## config.mk

```make
export PLATFORM = sky130hd
export DESIGN_NAME = step_motor_top
export DESIGN_NICKNAME = d
export VERILOG_FILES = /design/src/rtl/step_motor_pkg.sv /design/src/rtl/speed_table_if.sv /design/src/rtl/motor_channel.sv /design/src/rtl/speed_table_arbiter.sv /design/src/rtl/speed_table_ram.sv /design/src/rtl/step_motor_top.sv
export VERILOG_INCLUDE_DIRS = /design/src /design/src/rtl
export SDC_FILE = /design/constraint.sdc
export NUM_CORES = 1
export LEC_CHECK = 0
export BUFFER_PORTS_ARGS = -buffer_cell sky130_fd_sc_hd__buf_2
export CORE_MARGIN = 1.5
export CORE_UTILIZATION = 31
export DETAILED_ROUTE_END_ITERATION = 7
export PLACE_DENSITY_LB_ADDON = 0.05
export SYNTH_ARGS = -nofsm -noshare
export SYNTH_HDL_FRONTEND = slang
export SYNTH_SLANG_ARGS = --single-unit
```

## constraint.sdc

```tcl
create_clock -name ctl_clk -period 7.1 [get_ports ctl_clk]
set_input_delay 1.065 -clock ctl_clk [delete_from_list [all_inputs] [get_ports ctl_clk]]
set_output_delay 1.065 -clock ctl_clk [all_outputs]
set_load 0.02 [all_outputs]
```

## src/rtl/step_motor_consts.svh

```systemverilog
`ifndef STEP_MOTOR_CONSTS_SVH
`define STEP_MOTOR_CONSTS_SVH

// Step counts, positions and strokes.
`define STEP_WIDTH 16

// Step periods, in speed ticks.
`define SPEED_WIDTH 16

`define SPEED_ADDR_WIDTH 4

// Microstep code passed to the driver.
`define MS_WIDTH 3

`define TABLE_DEPTH 16

// ctl_clk cycles per speed tick.
`define CLK_DIV 16

`endif

```

## src/rtl/step_motor_pkg.sv

```systemverilog
`include "step_motor_consts.svh"

package step_motor_pkg;

	typedef logic [`STEP_WIDTH-1:0] step_t;

	typedef logic [`SPEED_WIDTH-1:0] speed_t;

	typedef logic [`SPEED_ADDR_WIDTH-1:0] speed_addr_t;

	typedef logic [`MS_WIDTH-1:0] ms_t;

	// Channel sequencer.
	typedef enum logic [1:0] {
		idle,
		fetch,
		run
	} chan_state_e;

endpackage

```

## src/rtl/speed_table_if.sv

```systemverilog
`timescale 1ns/1ps

// Table read port. Request is a level held until rd_valid.
interface speed_table_if;

	logic rd_req;
	step_motor_pkg::speed_addr_t rd_addr;
	logic rd_valid;
	step_motor_pkg::speed_t rd_data;

	modport requester (
		output rd_req,
		output rd_addr,
		input rd_valid,
		input rd_data
	);

	modport server (
		input rd_req,
		input rd_addr,
		output rd_valid,
		output rd_data
	);

endinterface

```

## src/rtl/motor_channel.sv

```systemverilog
`timescale 1ns/1ps
`include "step_motor_consts.svh"

module motor_channel (
	input logic ctl_clk,
	input logic resetn,
	speed_table_if.requester tbl,
	input step_motor_pkg::speed_addr_t table_len,
	input logic br_init,
	input step_motor_pkg::speed_t s_speed,
	input step_motor_pkg::step_t s_step,
	input step_motor_pkg::step_t s_stroke,
	input logic s_dir,
	input logic s_start,
	input logic s_stop,
	input step_motor_pkg::ms_t s_ms,
	input logic s_xen,
	input logic s_xrst,
	input logic m_zpd,
	output logic s_state,
	output logic s_zpsign,
	output logic s_tpsign,
	output step_motor_pkg::step_t s_position,
	output step_motor_pkg::speed_t s_rt_speed,
	output logic m_drive,
	output logic m_dir,
	output step_motor_pkg::ms_t m_ms,
	output logic m_xen,
	output logic m_xrst
);

	step_motor_pkg::chan_state_e state;
	step_motor_pkg::step_t n_steps;
	// Steps started so far in this move.
	step_motor_pkg::step_t k;
	step_motor_pkg::speed_t next_period;
	step_motor_pkg::speed_t fetched;
	step_motor_pkg::speed_t tick_cnt;
	logic [$clog2(`CLK_DIV)-1:0] presc;
	logic next_ready;
	logic stop_pend;
	logic accept;
	logic tick;
	logic step_end;
	logic halt;
	logic launch;

	// Ramp index: distance to the nearer end of the move, capped by the table.
	function automatic step_motor_pkg::speed_addr_t ramp_index(
		input step_motor_pkg::step_t idx,
		input step_motor_pkg::step_t total,
		input step_motor_pkg::speed_addr_t last
	);
		step_motor_pkg::step_t down;
		step_motor_pkg::step_t lo;
		down = total - idx - 1'b1;
		lo = (idx < down) ? idx : down;
		if (lo > step_motor_pkg::step_t'(last))
			lo = step_motor_pkg::step_t'(last);
		return step_motor_pkg::speed_addr_t'(lo);
	endfunction

	assign accept = (state == step_motor_pkg::idle) && s_start && !br_init;
	assign tick = (presc == `CLK_DIV - 1);
	assign step_end = (state == step_motor_pkg::run) && tick
		&& (tick_cnt == s_rt_speed - 1'b1);
	assign halt = (k >= n_steps) || stop_pend
		|| (!m_dir && s_position == s_stroke)
		|| (m_dir && s_zpsign);
	assign launch = !halt && next_ready
		&& ((state == step_motor_pkg::fetch) || step_end);

	assign s_state = (state != step_motor_pkg::idle);
	assign s_tpsign = (s_position == s_stroke);

	// Shortest step is two ticks, so the pulse has a low phase.
	always_comb begin
		fetched = (tbl.rd_data > s_speed) ? tbl.rd_data : s_speed;
		if (fetched < step_motor_pkg::speed_t'(2))
			fetched = step_motor_pkg::speed_t'(2);
	end

	always_ff @(posedge ctl_clk) begin
		if (!resetn) begin
			state <= step_motor_pkg::idle;
			n_steps <= '0;
			m_dir <= 1'b0;
			m_ms <= '0;
			stop_pend <= 1'b0;
		end else begin
			case (state)
				step_motor_pkg::idle: begin
					if (accept) begin
						state <= step_motor_pkg::fetch;
						n_steps <= s_step;
						m_dir <= s_dir;
						m_ms <= s_ms;
					end
				end
				step_motor_pkg::fetch: begin
					if (next_ready)
						state <= halt ? step_motor_pkg::idle : step_motor_pkg::run;
				end
				step_motor_pkg::run: begin
					if (step_end && halt)
						state <= step_motor_pkg::idle;
					else if (step_end && !next_ready)
						state <= step_motor_pkg::fetch;
				end
				default: state <= step_motor_pkg::idle;
			endcase
			if (state == step_motor_pkg::idle)
				stop_pend <= 1'b0;
			else if (s_stop)
				stop_pend <= 1'b1;
		end
	end

	// Next period is fetched while the current step runs.
	always_ff @(posedge ctl_clk) begin
		if (!resetn) begin
			tbl.rd_req <= 1'b0;
			next_ready <= 1'b0;
		end else begin
			if (tbl.rd_valid) begin
				tbl.rd_req <= 1'b0;
				next_ready <= 1'b1;
			end
			if (accept) begin
				tbl.rd_req <= 1'b1;
				next_ready <= 1'b0;
			end else if (launch) begin
				tbl.rd_req <= (k + 1'b1 < n_steps);
				next_ready <= 1'b0;
			end
		end
	end

	always_ff @(posedge ctl_clk) begin
		if (accept)
			tbl.rd_addr <= ramp_index(step_motor_pkg::step_t'(0), s_step, table_len);
		else if (launch)
			tbl.rd_addr <= ramp_index(k + 1'b1, n_steps, table_len);
	end

	always_ff @(posedge ctl_clk) begin
		if (tbl.rd_valid)
			next_period <= fetched;
	end

	// Step timer. Pulse covers the first tick.
	always_ff @(posedge ctl_clk) begin
		if (!resetn) begin
			presc <= '0;
			tick_cnt <= '0;
			m_drive <= 1'b0;
			s_rt_speed <= '0;
			k <= '0;
		end else if (accept) begin
			k <= '0;
		end else if (launch) begin
			presc <= '0;
			tick_cnt <= '0;
			m_drive <= 1'b1;
			s_rt_speed <= next_period;
			k <= k + 1'b1;
		end else if (state == step_motor_pkg::run) begin
			presc <= tick ? '0 : presc + 1'b1;
			if (tick) begin
				m_drive <= 1'b0;
				tick_cnt <= tick_cnt + 1'b1;
			end
		end
	end

	always_ff @(posedge ctl_clk) begin
		if (!resetn)
			s_position <= '0;
		else if (s_zpsign)
			s_position <= '0;
		else if (launch)
			s_position <= m_dir ? s_position - 1'b1 : s_position + 1'b1;
	end

	always_ff @(posedge ctl_clk) begin
		if (!resetn) begin
			s_zpsign <= 1'b0;
			m_xen <= 1'b0;
			m_xrst <= 1'b0;
		end else begin
			s_zpsign <= m_zpd;
			m_xen <= s_xen;
			m_xrst <= s_xrst;
		end
	end

endmodule

```

## src/rtl/speed_table_arbiter.sv

```systemverilog
`timescale 1ns/1ps

module speed_table_arbiter (
	input logic ctl_clk,
	input logic resetn,
	speed_table_if.server ch0,
	speed_table_if.server ch1,
	speed_table_if.requester ram
);

	logic busy;
	logic owner;
	logic grant;
	logic grant_owner;

	// Owner also remembers who was served last.
	always_comb begin
		grant = 1'b0;
		grant_owner = owner;
		if (busy) begin
			// Hand over in the data cycle to save a turn.
			if (ram.rd_valid && (owner ? ch0.rd_req : ch1.rd_req)) begin
				grant = 1'b1;
				grant_owner = ~owner;
			end
		end else if (ch0.rd_req && ch1.rd_req) begin
			grant = 1'b1;
			grant_owner = ~owner;
		end else if (ch0.rd_req) begin
			grant = 1'b1;
			grant_owner = 1'b0;
		end else if (ch1.rd_req) begin
			grant = 1'b1;
			grant_owner = 1'b1;
		end
	end

	always_ff @(posedge ctl_clk) begin
		if (!resetn) begin
			busy <= 1'b0;
			owner <= 1'b0;
		end else if (grant) begin
			busy <= 1'b1;
			owner <= grant_owner;
		end else if (ram.rd_valid) begin
			busy <= 1'b0;
		end
	end

	assign ram.rd_req = busy;
	assign ram.rd_addr = owner ? ch1.rd_addr : ch0.rd_addr;

	// Return path.
	assign ch0.rd_valid = ram.rd_valid && !owner;
	assign ch1.rd_valid = ram.rd_valid && owner;
	assign ch0.rd_data = ram.rd_data;
	assign ch1.rd_data = ram.rd_data;

endmodule

```

## src/rtl/speed_table_ram.sv

```systemverilog
`timescale 1ns/1ps
`include "step_motor_consts.svh"

module speed_table_ram (
	input logic ctl_clk,
	input logic resetn,
	input logic br_init,
	input logic br_wr_en,
	input step_motor_pkg::speed_t br_data,
	speed_table_if.server rd,
	output step_motor_pkg::speed_addr_t table_len
);

	step_motor_pkg::speed_t mem [`TABLE_DEPTH];
	step_motor_pkg::speed_addr_t wr_ptr;

	always_ff @(posedge ctl_clk) begin
		if (br_init && br_wr_en)
			mem[wr_ptr] <= br_data;
	end

	// Loader. table_len keeps the last index written.
	always_ff @(posedge ctl_clk) begin
		if (!resetn) begin
			wr_ptr <= '0;
			table_len <= '0;
		end else if (!br_init) begin
			wr_ptr <= '0;
		end else if (br_wr_en) begin
			table_len <= wr_ptr;
			// Pointer sticks at the last entry
			if (wr_ptr != `TABLE_DEPTH - 1)
				wr_ptr <= wr_ptr + 1'b1;
		end
	end

	// One read per request, never back to back.
	always_ff @(posedge ctl_clk) begin
		if (!resetn)
			rd.rd_valid <= 1'b0;
		else
			rd.rd_valid <= rd.rd_req && !rd.rd_valid;
	end

	always_ff @(posedge ctl_clk) begin
		if (rd.rd_req && !rd.rd_valid)
			rd.rd_data <= mem[rd.rd_addr];
	end

endmodule

```

## src/rtl/step_motor_top.sv

```systemverilog
`timescale 1ns/1ps

module step_motor_top (
	input logic ctl_clk,
	input logic resetn,
	input logic br_init,
	input logic br_wr_en,
	input step_motor_pkg::speed_t br_data,

	input step_motor_pkg::speed_t s0_speed,
	input step_motor_pkg::step_t s0_step,
	input step_motor_pkg::step_t s0_stroke,
	input logic s0_dir,
	input logic s0_start,
	input logic s0_stop,
	input step_motor_pkg::ms_t s0_ms,
	input logic s0_xen,
	input logic s0_xrst,
	input logic m0_zpd,
	output logic s0_state,
	output logic s0_zpsign,
	output logic s0_tpsign,
	output step_motor_pkg::step_t s0_position,
	output step_motor_pkg::speed_t s0_rt_speed,
	output logic m0_drive,
	output logic m0_dir,
	output step_motor_pkg::ms_t m0_ms,
	output logic m0_xen,
	output logic m0_xrst,

	input step_motor_pkg::speed_t s1_speed,
	input step_motor_pkg::step_t s1_step,
	input step_motor_pkg::step_t s1_stroke,
	input logic s1_dir,
	input logic s1_start,
	input logic s1_stop,
	input step_motor_pkg::ms_t s1_ms,
	input logic s1_xen,
	input logic s1_xrst,
	input logic m1_zpd,
	output logic s1_state,
	output logic s1_zpsign,
	output logic s1_tpsign,
	output step_motor_pkg::step_t s1_position,
	output step_motor_pkg::speed_t s1_rt_speed,
	output logic m1_drive,
	output logic m1_dir,
	output step_motor_pkg::ms_t m1_ms,
	output logic m1_xen,
	output logic m1_xrst
);

	step_motor_pkg::speed_addr_t table_len;

	speed_table_if ch0_tbl ();
	speed_table_if ch1_tbl ();
	speed_table_if ram_tbl ();

	speed_table_ram u_ram (
		.ctl_clk  (ctl_clk),
		.resetn   (resetn),
		.br_init  (br_init),
		.br_wr_en (br_wr_en),
		.br_data  (br_data),
		.rd       (ram_tbl.server),
		.table_len(table_len)
	);

	speed_table_arbiter u_arb (
		.ctl_clk(ctl_clk),
		.resetn (resetn),
		.ch0    (ch0_tbl.server),
		.ch1    (ch1_tbl.server),
		.ram    (ram_tbl.requester)
	);

	motor_channel u_ch0 (
		.ctl_clk    (ctl_clk),
		.resetn     (resetn),
		.tbl        (ch0_tbl.requester),
		.table_len  (table_len),
		.br_init    (br_init),
		.s_speed    (s0_speed),
		.s_step     (s0_step),
		.s_stroke   (s0_stroke),
		.s_dir      (s0_dir),
		.s_start    (s0_start),
		.s_stop     (s0_stop),
		.s_ms       (s0_ms),
		.s_xen      (s0_xen),
		.s_xrst     (s0_xrst),
		.m_zpd      (m0_zpd),
		.s_state    (s0_state),
		.s_zpsign   (s0_zpsign),
		.s_tpsign   (s0_tpsign),
		.s_position (s0_position),
		.s_rt_speed (s0_rt_speed),
		.m_drive    (m0_drive),
		.m_dir      (m0_dir),
		.m_ms       (m0_ms),
		.m_xen      (m0_xen),
		.m_xrst     (m0_xrst)
	);

	motor_channel u_ch1 (
		.ctl_clk    (ctl_clk),
		.resetn     (resetn),
		.tbl        (ch1_tbl.requester),
		.table_len  (table_len),
		.br_init    (br_init),
		.s_speed    (s1_speed),
		.s_step     (s1_step),
		.s_stroke   (s1_stroke),
		.s_dir      (s1_dir),
		.s_start    (s1_start),
		.s_stop     (s1_stop),
		.s_ms       (s1_ms),
		.s_xen      (s1_xen),
		.s_xrst     (s1_xrst),
		.m_zpd      (m1_zpd),
		.s_state    (s1_state),
		.s_zpsign   (s1_zpsign),
		.s_tpsign   (s1_tpsign),
		.s_position (s1_position),
		.s_rt_speed (s1_rt_speed),
		.m_drive    (m1_drive),
		.m_dir      (m1_dir),
		.m_ms       (m1_ms),
		.m_xen      (m1_xen),
		.m_xrst     (m1_xrst)
	);

endmodule

```

==> qor.yml <==
slew_viol_final: 0
cpPeakStageDelay_ns: 0.35
drc: 0
ir_drop_v: 0.000153
ys_seq_area_share_pct: 47.5
cts_max_path_buffers: 3
ys_ff_latch: 517
htreeDepth: 3
antenna_found_initial: 4
drt-total-wl_mm: 80.1
dp_hpwl_mm: 55.1
synth_top_family_by_area: "simple AND/OR/NAND/NOR gates"
ant_nets: 0
grt_max_degree: 67
synth-xor-area-share_pct: 6.86
root_buffer: "clkbuf_16"
critPathSlowestCell: "dfxtp_2"
finalCriticalPeriod_ns: 6.70
tightestPinTransition_ns: 1.05
cp_data_required_time_ns: 7.48
dieArea_um2: 93400
async_flop_share_pct: 0
final_nets: 3197
setup_slack_ns: 0.402
clkSlewWorstSetupHoldPaths_ns: 0.06
fmax_mhz: 149
clk-insertion-delay-late_ns: 0.64
cp_max_fo: 8
drive_above_1_share_pct: 20.4
finalHoldViolCount: 0
setup_tns_ns: 0
crit_type: "flop to flop"
core-area_um2: 90400
syn-cell-area_um2: 28400
cts.sinks: 517
rows: 110
place_congestion: 0.852
viasPerCell: 4.93
die_x_um: 306
synth_compound_area_share_pct: 9.90
stdcell_area_um2: 33800
worstPathArrival_ns: 7.08
synth-edff-count: 312
synth-simple-area-share_pct: 14.5
pin_count: 218
syn_area_per_cell_um2: 11.0
track_usage_pct: 17.1
io_buffers: 217
ys_warn_count: 0
worstSetupEndpointType: "flop"
num_vias: 20200
netlist_instances: 2585
drtIter0Drc: 906
ys_types: 90
finClkSkew_ns: 0.0245
grt_pass1_wl_mm: 123
outcome: "completed"
hp-class: "flop to flop"
holdBufCountCts: 0
dr.pass1.iters: 5
syn_to_final_growth_pct: 19.1
synth_fa_ha_area_share_pct: 8.74
slew_headroom_pct: 29.7
fin_crit_sh_pct: 94.3
dieHeight_um: 306
grt_overflow: 0
initial_core_util_pct: 31.4
power.density_nw_per_um2: 221
grt_pass1_vias: 20600
critical_path.most_common_cell: "a21oi_1"
cts_buffers: 67
start_kind: "flop"
post-place-ws_ns: -0.0522
synth_mux_area_share_pct: 9.11
p_leak_nw: 13.1
setup_viol: 0
cap_violations: 0
synth_flop_cell: "edfxtp_1"
tritoncts: "done"
wl_per_cell_um: 19.5
place_area_um2: 31200
## cells in the mapped netlist (16+ instances only)
cell type,n,area share [%]
a211oi_1,28,0.74
a21boi_0,54,1.4
a21o_1,38,1.0
a21oi_1,69,1.2
a31oi_1,28,0.62
and2_1,39,0.86
and3_1,23,0.51
buf_2,16,0.28
clkbuf_1,59,0.78
dfxtp_1,205,14
edfxtp_1,312,33
ha_1,192,8.5
inv_1,149,2.0
mux2_2,31,1.2
mux2i_1,76,2.7
mux4_2,64,5.1
nand2_1,235,3.1
nand2b_1,27,0.60
nand3_1,48,0.85
nand4_1,48,1.1
nor2_1,202,2.7
nor2b_1,73,1.6
nor3_1,45,0.79
nor4_1,23,0.51
o21a_1,32,0.85
o21ai_0,65,1.1
xnor2_1,133,4.1
xor2_1,80,2.5
## power by group
group          internal [mW]  switching (mW)  leakage [nW]
Clock                   1.99            1.41          1.07
Combinational          0.344           0.449          7.56
Sequential              3.24          0.0459          4.49
Total                   5.57            1.90          13.1
## registers in the layout, indices dropped and copies added, names as in the netlist, 16 cells and up
register	count
u_ch1.s_rt_speed	16
u_ch0.n_steps	16
u_ch0.s_position	16
u_ch0.tick_cnt	16
u_ch1.n_steps	16
u_ch0.next_period	16
u_ch1.k	16
u_ram.rd.rd_data	16
u_ch1.tick_cnt	16
u_ch0.k	16
u_ram.mem	256
u_ch1.s_position	16
u_ch1.next_period	16
u_ch0.s_rt_speed	16
## cells by family after synthesis
kind of cell	Yosys count
xor gates and xnor gates	218
DFF	517
adders and majority gates	196
and+or+nand+nor	832
buffers and inverters	241
other	1
AOI/OAI and AO/OA	406
muxes	174
## timing repair
action	in CTS	in global routing
setup endpoints to repair	2	8
pin swaps	1	21
setup buffers	0	15
resized for setup	2	73
## metrics by stage
step	hold slack [ns]	util [%]	std cells	power [mW]
after CTS	0.465	36.9	4080	7.60
final	0.462	37.4	4098	7.47
after global routing	0.495	37.4	4097	7.82
after detailed placement	0.457	34.5	3959	4.13
after global placement	0.450	34.5	3959	4.13
after floorplan	0.443	-	2588	3.84
## layer usage
layer / global-route usage (%) / wire, um / share of wire (%) / vias up
met3: 2.77 / 2420 / 3.0 / 107
li1: - / - / - / 9923
met1: 21.9 / 36400 / 45 / 9885
met2: 29.5 / 39300 / 49 / 278
met5: 0 / 0 / 0 / -
met4: 5.01 / 2020 / 2.5 / 0
## path summary, 6_finish.rpt
kind | startpoint | to | slack, ns | cells past startpoint
worst min-delay path | u_ch1.m_ms[2]$_SDFFE_PN0P_ | u_ch1.m_ms[2]$_SDFFE_PN0P_ | 0.46 | 2
worst max-delay path | u_ch1.k[0]$_SDFFE_PP0P_ | u_ch1.tbl.rd_addr[2]$_DFFE_PP_ | 0.40 | 34
worst min register to register | u_ch1.m_ms[2]$_SDFFE_PN0P_ | u_ch1.m_ms[2]$_SDFFE_PN0P_ | 0.46 | 2
worst max register to register | u_ch1.k[0]$_SDFFE_PP0P_ | u_ch1.tbl.rd_addr[2]$_DFFE_PP_ | 0.40 | 34
## worst max-delay path: cells and delay by family, from the launching register on
family | cells | cell delay, ns
xor+xnor | 2 | 0.46
buf+inv | 3 | 0.32
compound gates | 10 | 1.70
simple gates | 14 | 2.19
fa+ha+maj | 3 | 0.81
flops | 1 | 0.35
mux | 2 | 0.63
## layout make-up
type / instances / area (um^2)
flip-flops and latches: 517 / 13500
well taps: 1176 / 1470
clock inverters: 41 / 448
diodes: 3 / 7.51
fillers: 8970 / 56600
repair buffers: 302 / 1740
clock buffers: 80 / 1740
inverters: 149 / 559
multi-input cells: 1830 / 14300
## placed cells by master, fill, tap and decap left out, types with 32 or more instances in the layout
cell       count
nor3_1        44
a21boi_0      54
mux2i_1       72
dfxtp_1      191
clkbuf_16     67
xor2_1        77
nor2b_1       71
nand3_1       45
inv_1        146
o21ai_0       61
nand2_1      233
xnor2_1      129
buf_2        216
nor2_1       200
a21oi_1       68
ha_1         186
buf_4         84
mux4_2        64
and2_1        39
o21a_1        32
nand4_1       48
a21o_1        38
edfxtp_1     312
Note: power is estimated with default switching activity, not from simulation.
